### src/dma_pkg.sv
// DMA read engine shared definitions
// Bus widths, IDs, register map, commands and FIFO sizing
`default_nettype none

package dma_pkg;

	// FSAB bus
	localparam int FSAB_ADDR_W = 31;
	localparam int FSAB_DATA_W = 64;
	localparam int FSAB_LEN_W = 4;
	localparam int FSAB_DID_W = 4;
	localparam int FSAB_CREDIT_W = 3;

	// SPAM register bus
	localparam int SPAM_ADDR_W = 24;
	localparam int SPAM_DATA_W = 32;
	localparam int SPAM_DID_W = 4;
	localparam int REG_ADDR_W = 8;

	localparam int CMD_W = 2;

	localparam logic [FSAB_DID_W-1:0] DMA_FSAB_DID = 4'd3;
	localparam logic [FSAB_DID_W-1:0] DMA_FSAB_SUBDID = 4'd1;
	localparam logic [SPAM_DID_W-1:0] SPAM_DMA_DID = 4'd2;
	// Block sits in a 256-byte window
	localparam logic [SPAM_ADDR_W-1:0] SPAM_ADDR_PFX = 24'h040000;
	localparam logic [SPAM_ADDR_W-1:0] SPAM_ADDR_MASK = 24'hFFFF00;

	localparam logic [REG_ADDR_W-1:0] REG_NEXT_START = 8'h00;
	localparam logic [REG_ADDR_W-1:0] REG_NEXT_LEN = 8'h04;
	localparam logic [REG_ADDR_W-1:0] REG_COMMAND = 8'h08;
	localparam logic [REG_ADDR_W-1:0] REG_BYTES_READ = 8'h0C;
	localparam logic [REG_ADDR_W-1:0] REG_BYTES_DELIVERED = 8'h10;

	localparam logic [CMD_W-1:0] CMD_STOP = 2'd0;
	localparam logic [CMD_W-1:0] CMD_TRIGGER_ONCE = 2'd1;
	localparam logic [CMD_W-1:0] CMD_AUTOTRIGGER = 2'd2;
	localparam logic FSAB_MODE_READ = 1'b0;

	localparam int BURST_BEATS = 8;
	localparam int BURST_BYTES = 64;
	localparam int BURST_CNT_W = 3;
	localparam int FIFO_DEPTH = 128;
	localparam int FIFO_PTR_W = 7;
	localparam logic [FSAB_CREDIT_W-1:0] FSAB_INITIAL_CREDITS = 3'd4;
	localparam logic [FSAB_ADDR_W-1:0] DEFAULT_START = '0;
	localparam logic [FSAB_ADDR_W-1:0] DEFAULT_LEN = '0;

endpackage

`default_nettype wire

### src/dma_cfg_if.sv
// Configuration and status between the register stage
// and the fetch sequencer
`timescale 1ns/1ps
`default_nettype none

interface dma_cfg_if;
	import dma_pkg::*;

	logic [FSAB_ADDR_W-1:0] start_addr;
	logic [FSAB_ADDR_W-1:0] len;
	logic [CMD_W-1:0]       cmd;
	// Pulses in the cycle the command register is written
	logic                   cmd_wr;
	// Sequencer consumed a trigger-once command
	logic                   cmd_clear;
	logic [FSAB_ADDR_W-1:0] bytes_read;

	modport csr (
		output start_addr, len, cmd, cmd_wr,
		input  cmd_clear, bytes_read
	);

	modport seq (
		input  start_addr, len, cmd, cmd_wr,
		output cmd_clear, bytes_read
	);

endinterface

`default_nettype wire

### src/dma_csr_regs.sv
// DMA register stage
// Decodes SPAM accesses, holds start, length and command,
// and returns the byte counters with a one-cycle acknowledge
`timescale 1ns/1ps
`default_nettype none

module dma_csr_regs (
	input  logic                             target_clk,
	input  logic                             target_rst_b,
	input  logic                             spamo_valid,
	input  logic                             spamo_r_nw,
	input  logic [dma_pkg::SPAM_DID_W-1:0]   spamo_did,
	input  logic [dma_pkg::SPAM_ADDR_W-1:0]  spamo_addr,
	input  logic [dma_pkg::SPAM_DATA_W-1:0]  spamo_data,
	output logic                             spami_busy_b,
	output logic [dma_pkg::SPAM_DATA_W-1:0]  spami_data,
	input  logic [dma_pkg::FSAB_ADDR_W-1:0]  bytes_delivered,
	dma_cfg_if.csr                           cfg
);
	import dma_pkg::*;

	logic                   sel;
	logic                   wr_sel;
	logic                   rd_sel;
	logic [REG_ADDR_W-1:0]  reg_addr;
	logic                   wr_hit;
	logic                   rd_hit;
	logic [SPAM_DATA_W-1:0] rd_word;

	// Device ID and window match
	assign sel = spamo_valid && (spamo_did == SPAM_DMA_DID) &&
		((spamo_addr & SPAM_ADDR_MASK) == SPAM_ADDR_PFX);
	assign wr_sel = sel && !spamo_r_nw;
	assign rd_sel = sel && spamo_r_nw;
	assign reg_addr = spamo_addr[REG_ADDR_W-1:0];

	assign cfg.cmd_wr = wr_sel && (reg_addr == REG_COMMAND);

	always_comb begin
		wr_hit = 1'b0;
		if (wr_sel) begin
			case (reg_addr)
				REG_NEXT_START, REG_NEXT_LEN, REG_COMMAND: wr_hit = 1'b1;
				default: wr_hit = 1'b0;
			endcase
		end
	end

	// Read mux covers only the counters
	always_comb begin
		rd_hit = 1'b0;
		rd_word = '0;
		if (rd_sel) begin
			case (reg_addr)
				REG_BYTES_READ: begin
					rd_hit = 1'b1;
					rd_word = SPAM_DATA_W'(cfg.bytes_read);
				end
				REG_BYTES_DELIVERED: begin
					rd_hit = 1'b1;
					rd_word = SPAM_DATA_W'(bytes_delivered);
				end
				default: rd_hit = 1'b0;
			endcase
		end
	end

	always_ff @(posedge target_clk or negedge target_rst_b) begin
		if (!target_rst_b) begin
			cfg.start_addr <= DEFAULT_START;
			cfg.len <= DEFAULT_LEN;
			cfg.cmd <= CMD_STOP;
		end else begin
			if (wr_sel && (reg_addr == REG_NEXT_START))
				cfg.start_addr <= spamo_data[FSAB_ADDR_W-1:0];
			if (wr_sel && (reg_addr == REG_NEXT_LEN))
				cfg.len <= spamo_data[FSAB_ADDR_W-1:0];
			// A bus write beats a consumed trigger
			if (cfg.cmd_wr)
				cfg.cmd <= spamo_data[CMD_W-1:0];
			else if (cfg.cmd_clear)
				cfg.cmd <= CMD_STOP;
		end
	end

	// Acknowledge and read data in the cycle after the strobe
	always_ff @(posedge target_clk or negedge target_rst_b) begin
		if (!target_rst_b) begin
			spami_busy_b <= 1'b0;
			spami_data <= '0;
		end else begin
			spami_busy_b <= wr_hit || rd_hit;
			spami_data <= rd_word;
		end
	end

endmodule

`default_nettype wire

### src/flat_wrapper.sv
// flat-port wrapper written by rule: the top's interface ports become plain ports
module dma_csr_regs_flat import dma_pkg::*;
  (target_clk, target_rst_b, spamo_valid, spamo_r_nw, spamo_did, spamo_addr, spamo_data, spami_busy_b, spami_data, bytes_delivered, cfg_start_addr, cfg_len, cfg_cmd, cfg_cmd_wr, cfg_cmd_clear, cfg_bytes_read);
  dma_cfg_if cfg_i ();
  input  logic target_clk;
  input  logic target_rst_b;
  input  logic spamo_valid;
  input  logic spamo_r_nw;
  input  logic [dma_pkg::SPAM_DID_W-1:0] spamo_did;
  input  logic [dma_pkg::SPAM_ADDR_W-1:0] spamo_addr;
  input  logic [dma_pkg::SPAM_DATA_W-1:0] spamo_data;
  output logic spami_busy_b;
  output logic [dma_pkg::SPAM_DATA_W-1:0] spami_data;
  input  logic [dma_pkg::FSAB_ADDR_W-1:0] bytes_delivered;
  output wire logic [$bits(cfg_i.start_addr)-1:0] cfg_start_addr;
  output wire logic [$bits(cfg_i.len)-1:0] cfg_len;
  output wire logic [$bits(cfg_i.cmd)-1:0] cfg_cmd;
  output wire logic [$bits(cfg_i.cmd_wr)-1:0] cfg_cmd_wr;
  input wire logic [$bits(cfg_i.cmd_clear)-1:0] cfg_cmd_clear;
  input wire logic [$bits(cfg_i.bytes_read)-1:0] cfg_bytes_read;
  assign cfg_start_addr = cfg_i.start_addr;
  assign cfg_len = cfg_i.len;
  assign cfg_cmd = cfg_i.cmd;
  assign cfg_cmd_wr = cfg_i.cmd_wr;
  assign cfg_i.cmd_clear = cfg_cmd_clear;
  assign cfg_i.bytes_read = cfg_bytes_read;
  dma_csr_regs u_core (.target_clk(target_clk), .target_rst_b(target_rst_b), .spamo_valid(spamo_valid), .spamo_r_nw(spamo_r_nw), .spamo_did(spamo_did), .spamo_addr(spamo_addr), .spamo_data(spamo_data), .spami_busy_b(spami_busy_b), .spami_data(spami_data), .bytes_delivered(bytes_delivered), .cfg(cfg_i));
endmodule
### config.mk
export PLATFORM = sky130hd
export DESIGN_NAME = dma_csr_regs_flat
export DESIGN_NICKNAME = d
export VERILOG_FILES = /design/src/dma_pkg.sv /design/src/dma_cfg_if.sv /design/src/dma_csr_regs.sv /design/src/flat_wrapper.sv
export SDC_FILE = /design/constraint.sdc
export NUM_CORES = 1
export LEC_CHECK = 0
export BUFFER_PORTS_ARGS = -buffer_cell sky130_fd_sc_hd__buf_2
export CAP_MARGIN = 20
export CORE_UTILIZATION = 40
export CTS_CLUSTER_SIZE = 25
export DETAILED_ROUTE_END_ITERATION = 8
export PLACE_DENSITY = 0.77
export SLEW_MARGIN = 15
export SYNTH_ARGS = -nofsm -noshare
export SYNTH_HDL_FRONTEND = slang
export SYNTH_SLANG_ARGS = --single-unit
### constraint.sdc
create_clock -name target_clk -period 1.8 [get_ports target_clk]
set_input_delay 0.36 -clock target_clk [delete_from_list [all_inputs] [get_ports target_clk]]
set_output_delay 0.36 -clock target_clk [all_outputs]
set_load 0.05 [all_outputs]
==> After elaboration in Yosys (flattened, before gate mapping) <==
Cells that the tools add are included.
W data, S select, Z words.
{ "word_totals": {"reg_bits": 97, "input_bits": 127} }
{ "op_classes": {"n_mux": 8, "reduce_logical": 13, "n_eq_ne": 6} }
{ "op_table": {"columns": ["operator", "count"], "rows": [
  ["$pmux W31 S2", 1],
  ["$mux W32", 1],
  ["$eq A16 B11 Y1 const B", 1],
  ["$eq A8 B4 Y1 const B", 2],
  ["$eq A8 B3 Y1 const B", 1],
  ["$eq A8 B5 Y1 const B", 1],
  ["$logic_not A8 Y1", 1],
  ["$logic_and A1 B1 Y1", 7],
  ["$eq A4 B2 Y1 const B", 1],
  ["$mux W1", 4],
  ["$mux W2", 2],
  ["$reduce_or A3 Y1", 1],
  ["$reduce_bool A2 Y1", 1],
  ["$reduce_or A2 Y1", 1],
  ["$logic_not A1 Y1", 1],
  ["$logic_or A1 B1 Y1", 1]
]} }

==> Logic depth before layout (Yosys ltp) <==
{ "depth": {"ltp_word": 6, "depth_mapped": 5, "depth_no_buf": 4} }

==> Worst setup path after synthesis <==
No wires, ideal clock.
{ "synth_path": {"path_kind": "in2out", "start": "in spamo_addr[1] (netlist name)", "end": "out cfg_cmd_wr", "setup_slack_ns": -1.251, "path_buffers": 0, "arrival_time_ns": 2.691, "cell_stages": 4, "path_cell_list": "or3_1 -> nor4_1 -> nand2_1 -> nor4_1"} }
{ "synth_via": {"elab_chain_len": 2} }
{ "synth_lines": {"columns": ["element", "line", "rtl"], "rows": [
  ["from (decl)", "flat_wrapper.sv:10", "input logic [dma_pkg::SPAM_ADDR_W-1:0] spamo_addr;"],
  ["$eq A8 B4 Y1", "dma_csr_regs.sv:37", "assign cfg.cmd_wr = wr_sel && (reg_addr == REG_COMMAND);"],
  ["$logic_and A1 B1 Y1", "dma_csr_regs.sv:37", null],
  ["to (decl)", "flat_wrapper.sv:18", "output wire logic [$bits(cfg_i.cmd_wr)-1:0] cfg_cmd_wr;"]
]} }
No other way between the ends.

==> Worst setup path after layout <==
{ "layout_path": {"start": "in spamo_addr[22] (netlist name)", "end": "out cfg_cmd_wr"} }
{ "layout_via": {"elab_chain_len": 4} }
{ "layout_lines": {"columns": ["element", "line", "rtl"], "rows": [
  ["$eq A16 B11 Y1", "dma_csr_regs.sv:32", "((spamo_addr & SPAM_ADDR_MASK) == SPAM_ADDR_PFX);"],
  ["$logic_and A1 B1 Y1", "dma_csr_regs.sv:31", "assign sel = spamo_valid && (spamo_did == SPAM_DMA_DID) &&"],
  ["$logic_and A1 B1 Y1", "dma_csr_regs.sv:33", "assign wr_sel = sel && !spamo_r_nw;"],
  ["$logic_and A1 B1 Y1", "dma_csr_regs.sv:37", null]
]} }
No other way between the ends.

==> flow_metrics.tcl <==
set metrics [dict create \
    status "complete, but fails checks" \
    violations "setup timing" \
    drt_wl_total_mm 9.98 \
    yosys_most_used_dff "dfrtp_1" \
    tns_ps -147 \
    timing.rr.start "u_core.cfg.cmd[1]" \
    synth_top_family_by_area "multiplexers" \
    drc 0 \
    h-tree-depth 3 \
    critPathKind "in2out" \
    die_area_sq_mm 0.0104 \
    max_freq_mhz 516 \
    synth_compound_area_frac 0.0611 \
    clock_path_buffers 2 \
    setup_viol 3 \
    critical_path.max_fanout 2 \
    power.total_mw 4.00 \
    vias 3125 \
    syn_nets 401 \
    cts_tree "done" \
    ios 225 \
    ctsHoldBuffers 0 \
    coreArea_sq_mm 0.00973 \
    die_y_um 102 \
    drt_pass1_iterations 4 \
    grt_max_degree 97 \
    cts_buffers 9 \
    antenna_left 0 \
    rsz0062_at_grt "yes" \
    layout_setup_ws_ps -138 \
    hold_ws_ps 48.8 \
    grtUsageTotal 0.189 \
    p_leak_nw 3.30 \
    vias_per_cell 4.87 \
    combinationalPowerShare 0.064 \
    pwr-share-clk 0.397 \
    ys_top_cells_by_count "dfrtp_1, mux2_4, nor2_1" \
    finClkSkew_ps 0 \
    start_kind "input port" \
    fin_util 0.586 \
    power.density_mw_per_mm2 701 \
    arrival_ps 1580 \
    synth_area_leader_cell "dfrtp_1" \
    synthDominantCellAreaShare 0.599 \
    fillers 843 \
    synth_edf_count 0 \
    multi_input_area_sq_mm 0.00159 \
    nets 631 \
    final_hold_viol_count 0 \
    cap_viol_max_count 0 \
    path_clk_slew_ps 100 \
    synth_seq_cells 96 \
    dpl.hpwl_mm 7.27 \
    reg2regPathDepth 2 \
    synth.most_common_cell "dfrtp_1" \
    drive_above_1_share 0.652 \
    drt_iter0_drc 76 \
    antenna_found_initial 0 \
    post-route-period-util 1.08 \
    core.rowCount 36 \
    syn_inst 274 \
    power_switching_share 0.221 \
    regArea_sq_mm 0.00240 \
    r2r_end "u_core.cfg.cmd[1]" \
    antenna_cells 0 \
    initial_core_util 0.413 \
    clk_latency_ps 360 \
    reg2reg_slack_ps 930 \
    place.gp.congestion 0.794 \
    grt_pass1_wl_mm 14.7 \
    slew_violations 0 \
    muxShareOfSynthArea 0.222 \
    p_int_mw 3.11 \
    p_sw_uw 884 \
    grt-ovfl-total 0 \
    yosys.area_share.simple 0.0901 \
    clock_sinks 96 \
    grt_pass1_vias 3067 \
    max-vdd-ir-drop_v 0.000372 \
    synthAdderAreaFrac 0 \
    port_buffers 222 \
    yosysUniqueCellTypes 28 \
    yosys-top-cells-area "dfrtp_1, mux2_4, a22oi_1" \
    cp-end-kind "output port" \
    syn_to_final_growth_pct 42.1 \
    worstPathRequired_ps 1440 \
    seq_area_frac_synth 0.599 \
    die_w_um 102 \
    async_flop_share 1.00 \
    yosys_warnings 0 \
    netlist_area_sq_mm 0.00401 \
    pwr-share-seq 0.539 \
    hold_class "in2async" \
    synth.avg_cell_area_sq_um 14.6 \
    cts-root-buf "clkbuf_8" \
    synth-xor-area-share 0 \
    wl_per_cell_um 15.5 \
    min_period_ps 1940 \
]
## registers in the layout (all words and copies together), names as in the netlist
signal and cells:
u_core.cfg.len 31, u_core.cfg.cmd 2, u_core.spami_data 31, u_core.spami_busy_b 1, u_core.cfg.start_addr 31
## power groups by stage
stage | registers, mW | logic (mW) | clock network, mW
3_3_place_gp | 2.20 | 0.235 | 0
4_1_cts | 2.15 | 0.253 | 1.65
5_1_grt | 2.16 | 0.283 | 1.77
3_5_place_dp | 2.20 | 0.245 | 0
6_report | 2.15 | 0.255 | 1.59
2_1_floorplan | 2.20 | 0.0334 | 0
## metal layers
metal | global-route usage | up-vias | wire (um) | share of wire
met1 | 0.216 | 1503 | 3860 | 0.39
met4 | 0.0725 | 0 | 186 | 0.019
met2 | 0.316 | 162 | 4970 | 0.50
li1 | - | 1448 | - | -
met3 | 0.0773 | 12 | 954 | 0.096
met5 | 0 | - | 0 | 0
## cells in the final DEF (no fill, tap or decap), drive strengths merged
cell,instances
mux2,64
nor2,37
and3,1
conb,1
buf,235
nand3,3
bufinv,2
clkbuf,10
nor4b,2
dfrtp,96
nand2,2
or4,2
or2,1
nor4,3
and4b,1
or3,1
nor3,2
inv,1
nand4,3
o21ai,1
a22oi,32
and4bb,1
nor2b,4
or3b,1
clkinv,3
## worst max path at each step
stage                   startpoint                         to  slack [ps]  cells past startpoint
floorplan           spamo_addr[21]   u_core.cfg.start_addr[0]        -230                      5
global placement      spamo_did[3]  u_core.cfg.start_addr[15]        -560                      7
detailed placement    spamo_did[3]  u_core.cfg.start_addr[29]        -550                      7
CTS                   spamo_did[0]                 cfg_cmd_wr        -160                      7
global route          spamo_did[2]                 cfg_cmd_wr        -170                      7
finish              spamo_addr[22]                 cfg_cmd_wr        -140                      5
## layout make-up
| type | count | area share |
|---|---|---|
| tap | 133 | 0.0292 |
| sequential | 96 | 0.421 |
| clock inverter | 6 | 0.0160 |
| timing repair buffer | 235 | 0.231 |
| multi-input combinational | 162 | 0.279 |
| clock buffer | 10 | 0.0241 |
## through the flow
stage          setup slack [ps]  instance area (sq um)  std cells
6_report                   -138                   5700        642
2_1_floorplan              -234                   4050        274
5_1_grt                    -173                   5700        642
4_1_cts                    -162                   5680        642
3_5_place_dp               -549                   5390        626
3_3_place_gp               -560                   5390        626
## logic make-up (layout without fill, tap and decap cells)
kind of cell | Yosys count | after routing
DFF | 96 | 96
other | 1 | 1
AOI/OAI and AO/OA | 33 | 33
buffers and inverters | 16 | 251
and+or+nand+nor | 64 | 64
muxes | 64 | 64
## worst max-delay path: stages
cell    delay (ps)
buf_6           90
or4_4          540
buf_6          140
nor4_4         260
buf_6          190
## what timing repair did
item / 4_1_cts / 5_1_grt
pin swaps: 1 / 3
endpoints found under the setup margin: 63 / 1
gates resized for setup: 10 / 5
setup buffers: 0 / 0
Note: power is estimated with default switching activity, not from simulation.
