===== src/dma_pkg.sv =====
// DMA read engine shared definitions
// Bus widths, IDs, register map, commands and FIFO sizing
`default_nettype none

package dma_pkg;

	// FSAB bus
	localparam int FSAB_ADDR_W = 31;
	localparam int FSAB_DATA_W = 64;
	localparam int FSAB_LEN_W = 4;
	localparam int FSAB_DID_W = 4;
	localparam int FSAB_CREDIT_W = 3;

	// SPAM register bus
	localparam int SPAM_ADDR_W = 24;
	localparam int SPAM_DATA_W = 32;
	localparam int SPAM_DID_W = 4;
	localparam int REG_ADDR_W = 8;

	localparam int CMD_W = 2;

	localparam logic [FSAB_DID_W-1:0] DMA_FSAB_DID = 4'd3;
	localparam logic [FSAB_DID_W-1:0] DMA_FSAB_SUBDID = 4'd1;
	localparam logic [SPAM_DID_W-1:0] SPAM_DMA_DID = 4'd2;
	// Block sits in a 256-byte window
	localparam logic [SPAM_ADDR_W-1:0] SPAM_ADDR_PFX = 24'h040000;
	localparam logic [SPAM_ADDR_W-1:0] SPAM_ADDR_MASK = 24'hFFFF00;

	localparam logic [REG_ADDR_W-1:0] REG_NEXT_START = 8'h00;
	localparam logic [REG_ADDR_W-1:0] REG_NEXT_LEN = 8'h04;
	localparam logic [REG_ADDR_W-1:0] REG_COMMAND = 8'h08;
	localparam logic [REG_ADDR_W-1:0] REG_BYTES_READ = 8'h0C;
	localparam logic [REG_ADDR_W-1:0] REG_BYTES_DELIVERED = 8'h10;

	localparam logic [CMD_W-1:0] CMD_STOP = 2'd0;
	localparam logic [CMD_W-1:0] CMD_TRIGGER_ONCE = 2'd1;
	localparam logic [CMD_W-1:0] CMD_AUTOTRIGGER = 2'd2;
	localparam logic FSAB_MODE_READ = 1'b0;

	localparam int BURST_BEATS = 8;
	localparam int BURST_BYTES = 64;
	localparam int BURST_CNT_W = 3;
	localparam int FIFO_DEPTH = 128;
	localparam int FIFO_PTR_W = 7;
	localparam logic [FSAB_CREDIT_W-1:0] FSAB_INITIAL_CREDITS = 3'd4;
	localparam logic [FSAB_ADDR_W-1:0] DEFAULT_START = '0;
	localparam logic [FSAB_ADDR_W-1:0] DEFAULT_LEN = '0;

endpackage

`default_nettype wire


===== src/dma_cfg_if.sv =====
// Configuration and status between the register stage
// and the fetch sequencer
`timescale 1ns/1ps
`default_nettype none

interface dma_cfg_if;
	import dma_pkg::*;

	logic [FSAB_ADDR_W-1:0] start_addr;
	logic [FSAB_ADDR_W-1:0] len;
	logic [CMD_W-1:0]       cmd;
	// Pulses in the cycle the command register is written
	logic                   cmd_wr;
	// Sequencer consumed a trigger-once command
	logic                   cmd_clear;
	logic [FSAB_ADDR_W-1:0] bytes_read;

	modport csr (
		output start_addr, len, cmd, cmd_wr,
		input  cmd_clear, bytes_read
	);

	modport seq (
		input  start_addr, len, cmd, cmd_wr,
		output cmd_clear, bytes_read
	);

endinterface

`default_nettype wire


===== src/dma_burst_if.sv =====
// Burst handshake between the fetch sequencer and the beat buffer
// Issue and done bracket the single outstanding burst
`timescale 1ns/1ps
`default_nettype none

interface dma_burst_if;

	// Read request left this cycle
	logic issue;
	// Last beat of the burst is stored
	logic done;
	// FIFO can take one more full burst
	logic room;

	modport seq (
		output issue,
		input  done, room
	);

	// Beat buffer side
	modport buffer (
		input  issue,
		output done, room
	);

endinterface

`default_nettype wire


===== src/dma_fetch_seq.sv =====
// DMA fetch sequencer
// Tracks the command, walks the block in 64-byte bursts and
// issues FSAB reads under credit and FIFO room
`timescale 1ns/1ps
`default_nettype none

module dma_fetch_seq (
	input  logic                             target_clk,
	input  logic                             target_rst_b,
	output logic                             fsabo_valid,
	output logic                             fsabo_mode,
	output logic [dma_pkg::FSAB_DID_W-1:0]   fsabo_did,
	output logic [dma_pkg::FSAB_DID_W-1:0]   fsabo_subdid,
	output logic [dma_pkg::FSAB_ADDR_W-1:0]  fsabo_addr,
	output logic [dma_pkg::FSAB_LEN_W-1:0]   fsabo_len,
	input  logic                             fsabo_credit,
	dma_cfg_if.seq                           cfg,
	dma_burst_if.seq                         burst
);
	import dma_pkg::*;

	logic                     triggered;
	logic                     pending;
	logic [FSAB_ADDR_W-1:0]   cur_addr;
	logic [FSAB_ADDR_W-1:0]   end_addr;
	logic [FSAB_CREDIT_W-1:0] credits;
	logic [FSAB_ADDR_W-1:0]   next_addr;
	logic                     arm;
	logic                     issue;

	assign next_addr = cur_addr + FSAB_ADDR_W'(BURST_BYTES);
	assign arm = !triggered &&
		((cfg.cmd == CMD_TRIGGER_ONCE) || (cfg.cmd == CMD_AUTOTRIGGER));

	// Trigger-once goes back to stop as it fires
	assign cfg.cmd_clear = !triggered && (cfg.cmd == CMD_TRIGGER_ONCE) && !cfg.cmd_wr;

	assign issue = triggered && !pending && (credits != '0) && burst.room;
	assign burst.issue = issue;

	// Request fields are constant apart from the address
	assign fsabo_valid = issue;
	assign fsabo_mode = FSAB_MODE_READ;
	assign fsabo_did = DMA_FSAB_DID;
	assign fsabo_subdid = DMA_FSAB_SUBDID;
	assign fsabo_addr = cur_addr;
	assign fsabo_len = FSAB_LEN_W'(BURST_BEATS);

	always_ff @(posedge target_clk or negedge target_rst_b) begin
		if (!target_rst_b) begin
			credits <= FSAB_INITIAL_CREDITS;
		end else begin
			case ({fsabo_credit, issue})
				2'b10: credits <= credits + 1'b1;
				2'b01: credits <= credits - 1'b1;
				default: credits <= credits;
			endcase
		end
	end

	always_ff @(posedge target_clk or negedge target_rst_b) begin
		if (!target_rst_b) begin
			triggered <= 1'b0;
			pending <= 1'b0;
			cur_addr <= DEFAULT_START;
			end_addr <= DEFAULT_START + DEFAULT_LEN;
			cfg.bytes_read <= '0;
		end else if (arm) begin
			triggered <= 1'b1;
			cur_addr <= cfg.start_addr;
			end_addr <= cfg.start_addr + cfg.len;
		end else if (issue) begin
			pending <= 1'b1;
		end else if (pending && burst.done) begin
			pending <= 1'b0;
			// Last burst ends the run
			if (next_addr == end_addr) begin
				triggered <= 1'b0;
				cfg.bytes_read <= '0;
			end else begin
				cur_addr <= next_addr;
				cfg.bytes_read <= cfg.bytes_read + FSAB_ADDR_W'(BURST_BYTES);
			end
		end
	end

endmodule

`default_nettype wire


===== src/flat_wrapper.sv =====
// flat-port wrapper written by rule: the top's interface ports become plain ports
module dma_fetch_seq_flat import dma_pkg::*;
  (target_clk, target_rst_b, fsabo_valid, fsabo_mode, fsabo_did, fsabo_subdid, fsabo_addr, fsabo_len, fsabo_credit, cfg_start_addr, cfg_len, cfg_cmd, cfg_cmd_wr, cfg_cmd_clear, cfg_bytes_read, burst_issue, burst_done, burst_room);
  dma_cfg_if cfg_i ();
  dma_burst_if burst_i ();
  input  logic target_clk;
  input  logic target_rst_b;
  output logic fsabo_valid;
  output logic fsabo_mode;
  output logic [dma_pkg::FSAB_DID_W-1:0] fsabo_did;
  output logic [dma_pkg::FSAB_DID_W-1:0] fsabo_subdid;
  output logic [dma_pkg::FSAB_ADDR_W-1:0] fsabo_addr;
  output logic [dma_pkg::FSAB_LEN_W-1:0] fsabo_len;
  input  logic fsabo_credit;
  input wire logic [$bits(cfg_i.start_addr)-1:0] cfg_start_addr;
  input wire logic [$bits(cfg_i.len)-1:0] cfg_len;
  input wire logic [$bits(cfg_i.cmd)-1:0] cfg_cmd;
  input wire logic [$bits(cfg_i.cmd_wr)-1:0] cfg_cmd_wr;
  output wire logic [$bits(cfg_i.cmd_clear)-1:0] cfg_cmd_clear;
  output wire logic [$bits(cfg_i.bytes_read)-1:0] cfg_bytes_read;
  output wire logic [$bits(burst_i.issue)-1:0] burst_issue;
  input wire logic [$bits(burst_i.done)-1:0] burst_done;
  input wire logic [$bits(burst_i.room)-1:0] burst_room;
  assign cfg_i.start_addr = cfg_start_addr;
  assign cfg_i.len = cfg_len;
  assign cfg_i.cmd = cfg_cmd;
  assign cfg_i.cmd_wr = cfg_cmd_wr;
  assign cfg_cmd_clear = cfg_i.cmd_clear;
  assign cfg_bytes_read = cfg_i.bytes_read;
  assign burst_issue = burst_i.issue;
  assign burst_i.done = burst_done;
  assign burst_i.room = burst_room;
  dma_fetch_seq u_core (.target_clk(target_clk), .target_rst_b(target_rst_b), .fsabo_valid(fsabo_valid), .fsabo_mode(fsabo_mode), .fsabo_did(fsabo_did), .fsabo_subdid(fsabo_subdid), .fsabo_addr(fsabo_addr), .fsabo_len(fsabo_len), .fsabo_credit(fsabo_credit), .cfg(cfg_i), .burst(burst_i));
endmodule

===== config.mk =====
export PLATFORM = sky130hd
export DESIGN_NAME = dma_fetch_seq_flat
export DESIGN_NICKNAME = d
export VERILOG_FILES = /design/src/dma_pkg.sv /design/src/dma_cfg_if.sv /design/src/dma_burst_if.sv /design/src/dma_fetch_seq.sv /design/src/flat_wrapper.sv
export SDC_FILE = /design/constraint.sdc
export NUM_CORES = 1
export LEC_CHECK = 0
export ABC_AREA = 1
export BUFFER_PORTS_ARGS = -buffer_cell sky130_fd_sc_hd__buf_4
export CAP_MARGIN = 10
export CORE_UTILIZATION = 48
export DETAILED_ROUTE_END_ITERATION = 6
export GPL_TIMING_DRIVEN = 0
export PLACE_DENSITY = 0.7
export SLEW_MARGIN = 0
export SYNTH_ARGS = -nofsm -noshare
export SYNTH_HDL_FRONTEND = slang
export SYNTH_SLANG_ARGS = --single-unit
export TNS_END_PERCENT = 100

===== constraint.sdc =====
create_clock -name target_clk -period 6.6 [get_ports target_clk]
set_input_delay 0 -clock target_clk [delete_from_list [all_inputs] [get_ports target_clk]]
set_output_delay 0 -clock target_clk [all_outputs]
set_load 0.005 [all_outputs]

# Word level (Yosys, flattened, before mapping)
# Index checks and enable logic that the tools add are counted.
[classes] n_addsub=5 n_eq_ne=7 muxes=12 bitwise_logic=2 n_reduce_logical=20
[op_table] op="$mux W31" count=5
[op_table] op="$add A31 B7 Y31 const B" count=2
[op_table] op="$add A31 B31 Y31" count=1
[op_table] op="$eq A31 B31 Y1" count=1
[op_table] op="$reduce_and A3 Y1" count=3
[op_table] op="$reduce_bool A2 Y1" count=4
[op_table] op="$logic_and A1 B1 Y1" count=7
[op_table] op="$mux W1" count=6
[op_table] op="$pmux W3 S2" count=1
[op_table] op="$eq A2 B1 Y1 const B" count=2
[op_table] op="$eq A2 B2 Y1 const B" count=2
[op_table] op="$ne A2 B1 Y1 const B" count=2
[op_table] op="$add A3 B1 Y3 const B" count=1
[op_table] op="$logic_not A1 Y1" count=3
[op_table] op="$reduce_bool A3 Y1" count=1
[op_table] op="$sub A3 B1 Y3 const B" count=1
[op_table] op="$not A1 Y1" count=2
[op_table] op="$reduce_and A2 Y1" count=1
[op_table] op="$logic_or A1 B1 Y1" count=1
[totals] reg_bits=98 input_bits=70 out_inout_bits=78 wordCells=52

# Depth between registers and ports, before layout
[depth] depth_word=6 depth_mapped=17 ltp_nobuf=16

# Worst setup path before layout
# No wires, ideal clock.
[synth_path] path_kind="flip-flop to flip-flop" from="reg u_core.cur_addr[6] (netlist: u_core.fsabo_addr[6])" to="reg u_core.cfg.bytes_read[29]" setup_ps=112 arrival_ps=2087 required_ps=6488 setup_slack_ps=4400 path_stages_with_launch=16 n_path_buf=1 synth_period_minus_slack_ps=2200 path_cell_list="dfrtp_1 ha_1 nand2_2 nor2_4 nand2_2 nor2_4 nand2_1 nand2_2 nand2_2 nand2_1 nand2_1 nor3_2 nand4_2 buf_4 nand3_2 inv_2"
[synth_via] elab_chain_cells=3
[synth_lines] element="from (decl)" line="dma_fetch_seq.sv:24" source="logic [FSAB_ADDR_W-1:0] cur_addr;"
[synth_lines] element="from (signal assigned)" line="dma_fetch_seq.sv:70" source="cur_addr <= cfg.start_addr;"
[synth_lines] element="from (signal assigned)" line="dma_fetch_seq.sv:81" source="cur_addr <= next_addr;"
[synth_lines] element="$add A31 B7 Y31" line="dma_fetch_seq.sv:31" source="assign next_addr = cur_addr + FSAB_ADDR_W'(BURST_BYTES);"
[synth_lines] element="$eq A31 B31 Y1" line="dma_fetch_seq.sv:77" source="if (next_addr == end_addr) begin"
[synth_lines] element="$mux W31" line="dma_fetch_seq.sv:77"
[synth_lines] element="to (signal assigned)" line="dma_fetch_seq.sv:82" source="cfg.bytes_read <= cfg.bytes_read + FSAB_ADDR_W'(BURST_BYTES);"
[synth_lines] element="to (decl)" line="dma_cfg_if.sv:25" source="output cmd_clear, bytes_read"
# No other way between the ends.
# A chain may end at the register's enable or synchronous reset.

# Final worst setup path
[layout_path] from="reg u_core.cur_addr[6] (netlist: u_core.fsabo_addr[6])" to="reg u_core.cfg.bytes_read[22]"
# Same word-level chain as after synthesis.

==> flow_summary.toml <==
[cells_and_area]
diodes = 0
regArea_um2 = 2300
design_area_um2 = 9740
nNetsFinal = 1483
multi_input_area_um2 = 4910
area_growth_pct = 21.5
layout-drive-gt1-share_pct = 17.7
nFillCells = 1598

[timing]
rsz0062_at_grt = "no"
maxSlewViolCount = 0
fin_crit_ps = 2770
finalSetupViolations = 0
setup_ws_ps = 3830
hold_violations = 0
fin_tns_setup_ps = 0
finalClockSkew_ps = 12.4
finalCritPeriodShare_pct = 42.0
max-slew-margin-rel_pct = 26.2
timing.fmax_mhz = 361
tightest_slew_ps = 1100

[synthesis]
ys_warn_count = 0
synth-edff-count = 0
yosysTopAreaCell = "dfrtp_1"
avgSynthCellArea_um2 = 6.62
syn-instance-count = 1211
synth_most_common_cell = "nand2_1"
yosys.area.top_type_share_pct = 28.4
synth_top_cells_by_area = "dfrtp_1, nand2_1, nand3_1"
seq_area_frac_synth_pct = 28.7
ys_types = 51
synth_common_cells = "nand2_1, nand3_1, inv_1, nor2_1, dfrtp_1"
synthFlopType = "dfrtp_1"
synth-seq-cells = 92
synth_async_sr_flop_share_pct = 100
syn_area_um2 = 8010

[floorplanning]
die_area_um2 = 17200
num_rows = 46
io_pins = 148
die_h_um = 131
die_width_um = 131
start_util_pct = 49.7
core_um2 = 16100

[drt]
dr.pass1.iters = 7
viasPerCell = 5.26
wl_um = 24500
drtAntennaViolNets = 0
drt_iter0_drc = 801
drcViolationCount = 3
wire_per_inst_um = 15.3
vias = 8400

[critical_path]
r2r-start = "u_core.fsabo_addr[6]"
worstPathArrival_ps = 3030
r2r_slack_ps = 3830
startpoint = "u_core.fsabo_addr[6]"
critPathLaunchType = "flip-flop"
critPathSlowestCell = "dfrtp_1"
worstSetupPathDepth = 13
reg2reg_depth = 13
cpLargestDelayFamily = "simple AND/OR/NAND/NOR gates"
slowest_delay_ps = 530
endpoint = "u_core.cfg.bytes_read[22]"
path_class = "flip-flop to flip-flop"
critPathBufInv = 2
critPathMaxFanout = 10
cp_cell_sequence = "ha_1 > nand2_2 > nor2_4 > nand2_2 > nor2_4 > nand3b_1 > nand3_1 > nand2_1 > nor3_2 > nand4_2 > buf_4 > nand2_1 > inv_1"
end_kind = "flip-flop"
rr_endpoint = "u_core.cfg.bytes_read[22]"
cp_data_required_time_ps = 6860

[clock_network]
clkSinkCount = 92
numCtsBuffers = 9
cts-root-buf = "clkbuf_16"
path_clk_slew_ps = 80
cts_resized = 0
clk_latency_ps = 360
cts_max_level = 3
cts_tree = "built"
clockBufferDepth = 2

[placement]
pre_cts_ws_ps = 3870
port-buffer-count = 128
hpwl_um = 19700
gp_congestion = 0.993
place_area_um2 = 9310

[power]
power.density_nw_per_um2 = 309
power_leakage_nw = 5.18
p_switching_w = 0.00130
p_sw_share_pct = 43.3
pwr-share-comb_pct = 46.6
internal_power_w = 0.00170
clkPwrFrac_pct = 18.7
p_seq_share_pct = 34.7
max-vdd-ir-drop_uv = 152

[global_routing]
first_global_vias = 7699
grt_pass1_wl_um = 40400
grt_antenna_before_repair = 0
grt_max_degree = 93
grt_overflow = 0
grt_use_total_pct = 29.9

[run_status]
status = "finished with violations"
violations = "DRC"

[flow_run]
max_cap_violations = 0

[min_path]
hold_path_class = "input port to flip-flop"
[routing by layer]
metal / GRT usage (%) / wire, µm / up-vias
met4: 10.6 / 514 / 0
met5: 0 / 0 / -
met3: 4.63 / 2120 / 30
met1: 42.6 / 11300 / 3813
met2: 45.5 / 10600 / 326
li1: - / - / 4231
[logic make-up (layout without fill, tap and decap cells)]
logic type / Yosys count / after routing / share of synthesized area [%]
compound gates: 134 / 134 / 9.32
xor+xnor: 36 / 36 / 4.65
fa+ha+maj: 36 / 36 / 5.81
buf+inv: 196 / 350 / 10.8
flops: 92 / 92 / 28.7
other cells: 2 / 19 / 0.0937
simple gates: 715 / 715 / 40.6
[registers in the layout, summed over array words and instances (netlist names)]
register,cells
u_core.end_addr,31
u_core.credits,3
u_core.fsabo_addr,31
u_core.triggered,1
u_core.cfg.bytes_read,25
u_core.pending,1
[placed cells by master, fill, tap and decap left out, types with 10 or more instances in the layout]
cell type | synthesis | layout
xnor2_1 | 17 | 17
conb_1 | 2 | 19
inv_2 | 11 | 11
inv_1 | 141 | 141
o21ai_0 | 57 | 57
nand3b_1 | 10 | 10
nand3_1 | 149 | 149
nor2_1 | 93 | 93
nand4_1 | 14 | 14
clkbuf_1 | 14 | 14
buf_4 | 21 | 149
dfrtp_1 | 91 | 91
or2_2 | 13 | 13
ha_1 | 34 | 34
o21bai_1 | 10 | 10
nor3_1 | 11 | 11
nand2_1 | 372 | 372
a21oi_1 | 43 | 43
xor2_1 | 15 | 15
[tightest hold or removal path: stages]
cell,delay (ps)
buf_4,100
nand2_1,50
nand2_1,60
nand3_1,60
nand2_1,60
[worst min path at each step]
stage | from | to | slack, ps | cells after the start
floorplan | target_rst_b | u_core.cfg.bytes_read[10] | -300 | 0
finish | cfg_start_addr[30] | u_core.fsabo_addr[30] | 20 | 5
global placement | cfg_start_addr[5] | u_core.fsabo_addr[5] | 220 | 3
detailed placement | cfg_start_addr[4] | u_core.fsabo_addr[4] | 220 | 3
CTS | cfg_start_addr[30] | u_core.fsabo_addr[30] | 7 | 5
global route | burst_room | u_core.pending | 60 | 4
[per-stage QoR]
stage / power, W / hold slack (ps) / cells / utilization [%]
global placement: 0.00239 / 216 / 1572 / 57.8
detailed placement: 0.00242 / 220 / 1572 / 57.8
finish: 0.00300 / 16.0 / 1598 / 60.4
floorplan: 0.00191 / -296 / 1228 / -
CTS: 0.00299 / 7.40 / 1597 / 60.2
global route: 0.00326 / 63.7 / 1598 / 60.4
[power by group through the flow]
stage / Clock, W / Combinational, W / Sequential (W)
4_1_cts: 0.000566 / 0.00139 / 0.00103
3_3_place_gp: 0 / 0.00135 / 0.00104
5_1_grt: 0.000589 / 0.00159 / 0.00108
3_5_place_dp: 0 / 0.00138 / 0.00104
2_1_floorplan: 0 / 0.000935 / 0.000976
6_report: 0.000562 / 0.00140 / 0.00104
[cell type report]
class,instances,area share [%]
Multi-Input combinational cell,940,50.4
Sequential cell,92,23.7
Timing Repair Buffer,138,11.1
Inverter,152,5.86
Buffer,44,3.01
Tap cell,216,2.78
Clock buffer,10,2.45
Clock inverter,6,0.732
[repair_timing]
item                                    in CTS  in global routing
endpoints found under the setup margin       0                  0
hold endpoints to repair                    99                  0
buffers inserted                             0                  0
hold buffers                                 9                  0
No activity file was read; power rests on OpenSTA's default activity.
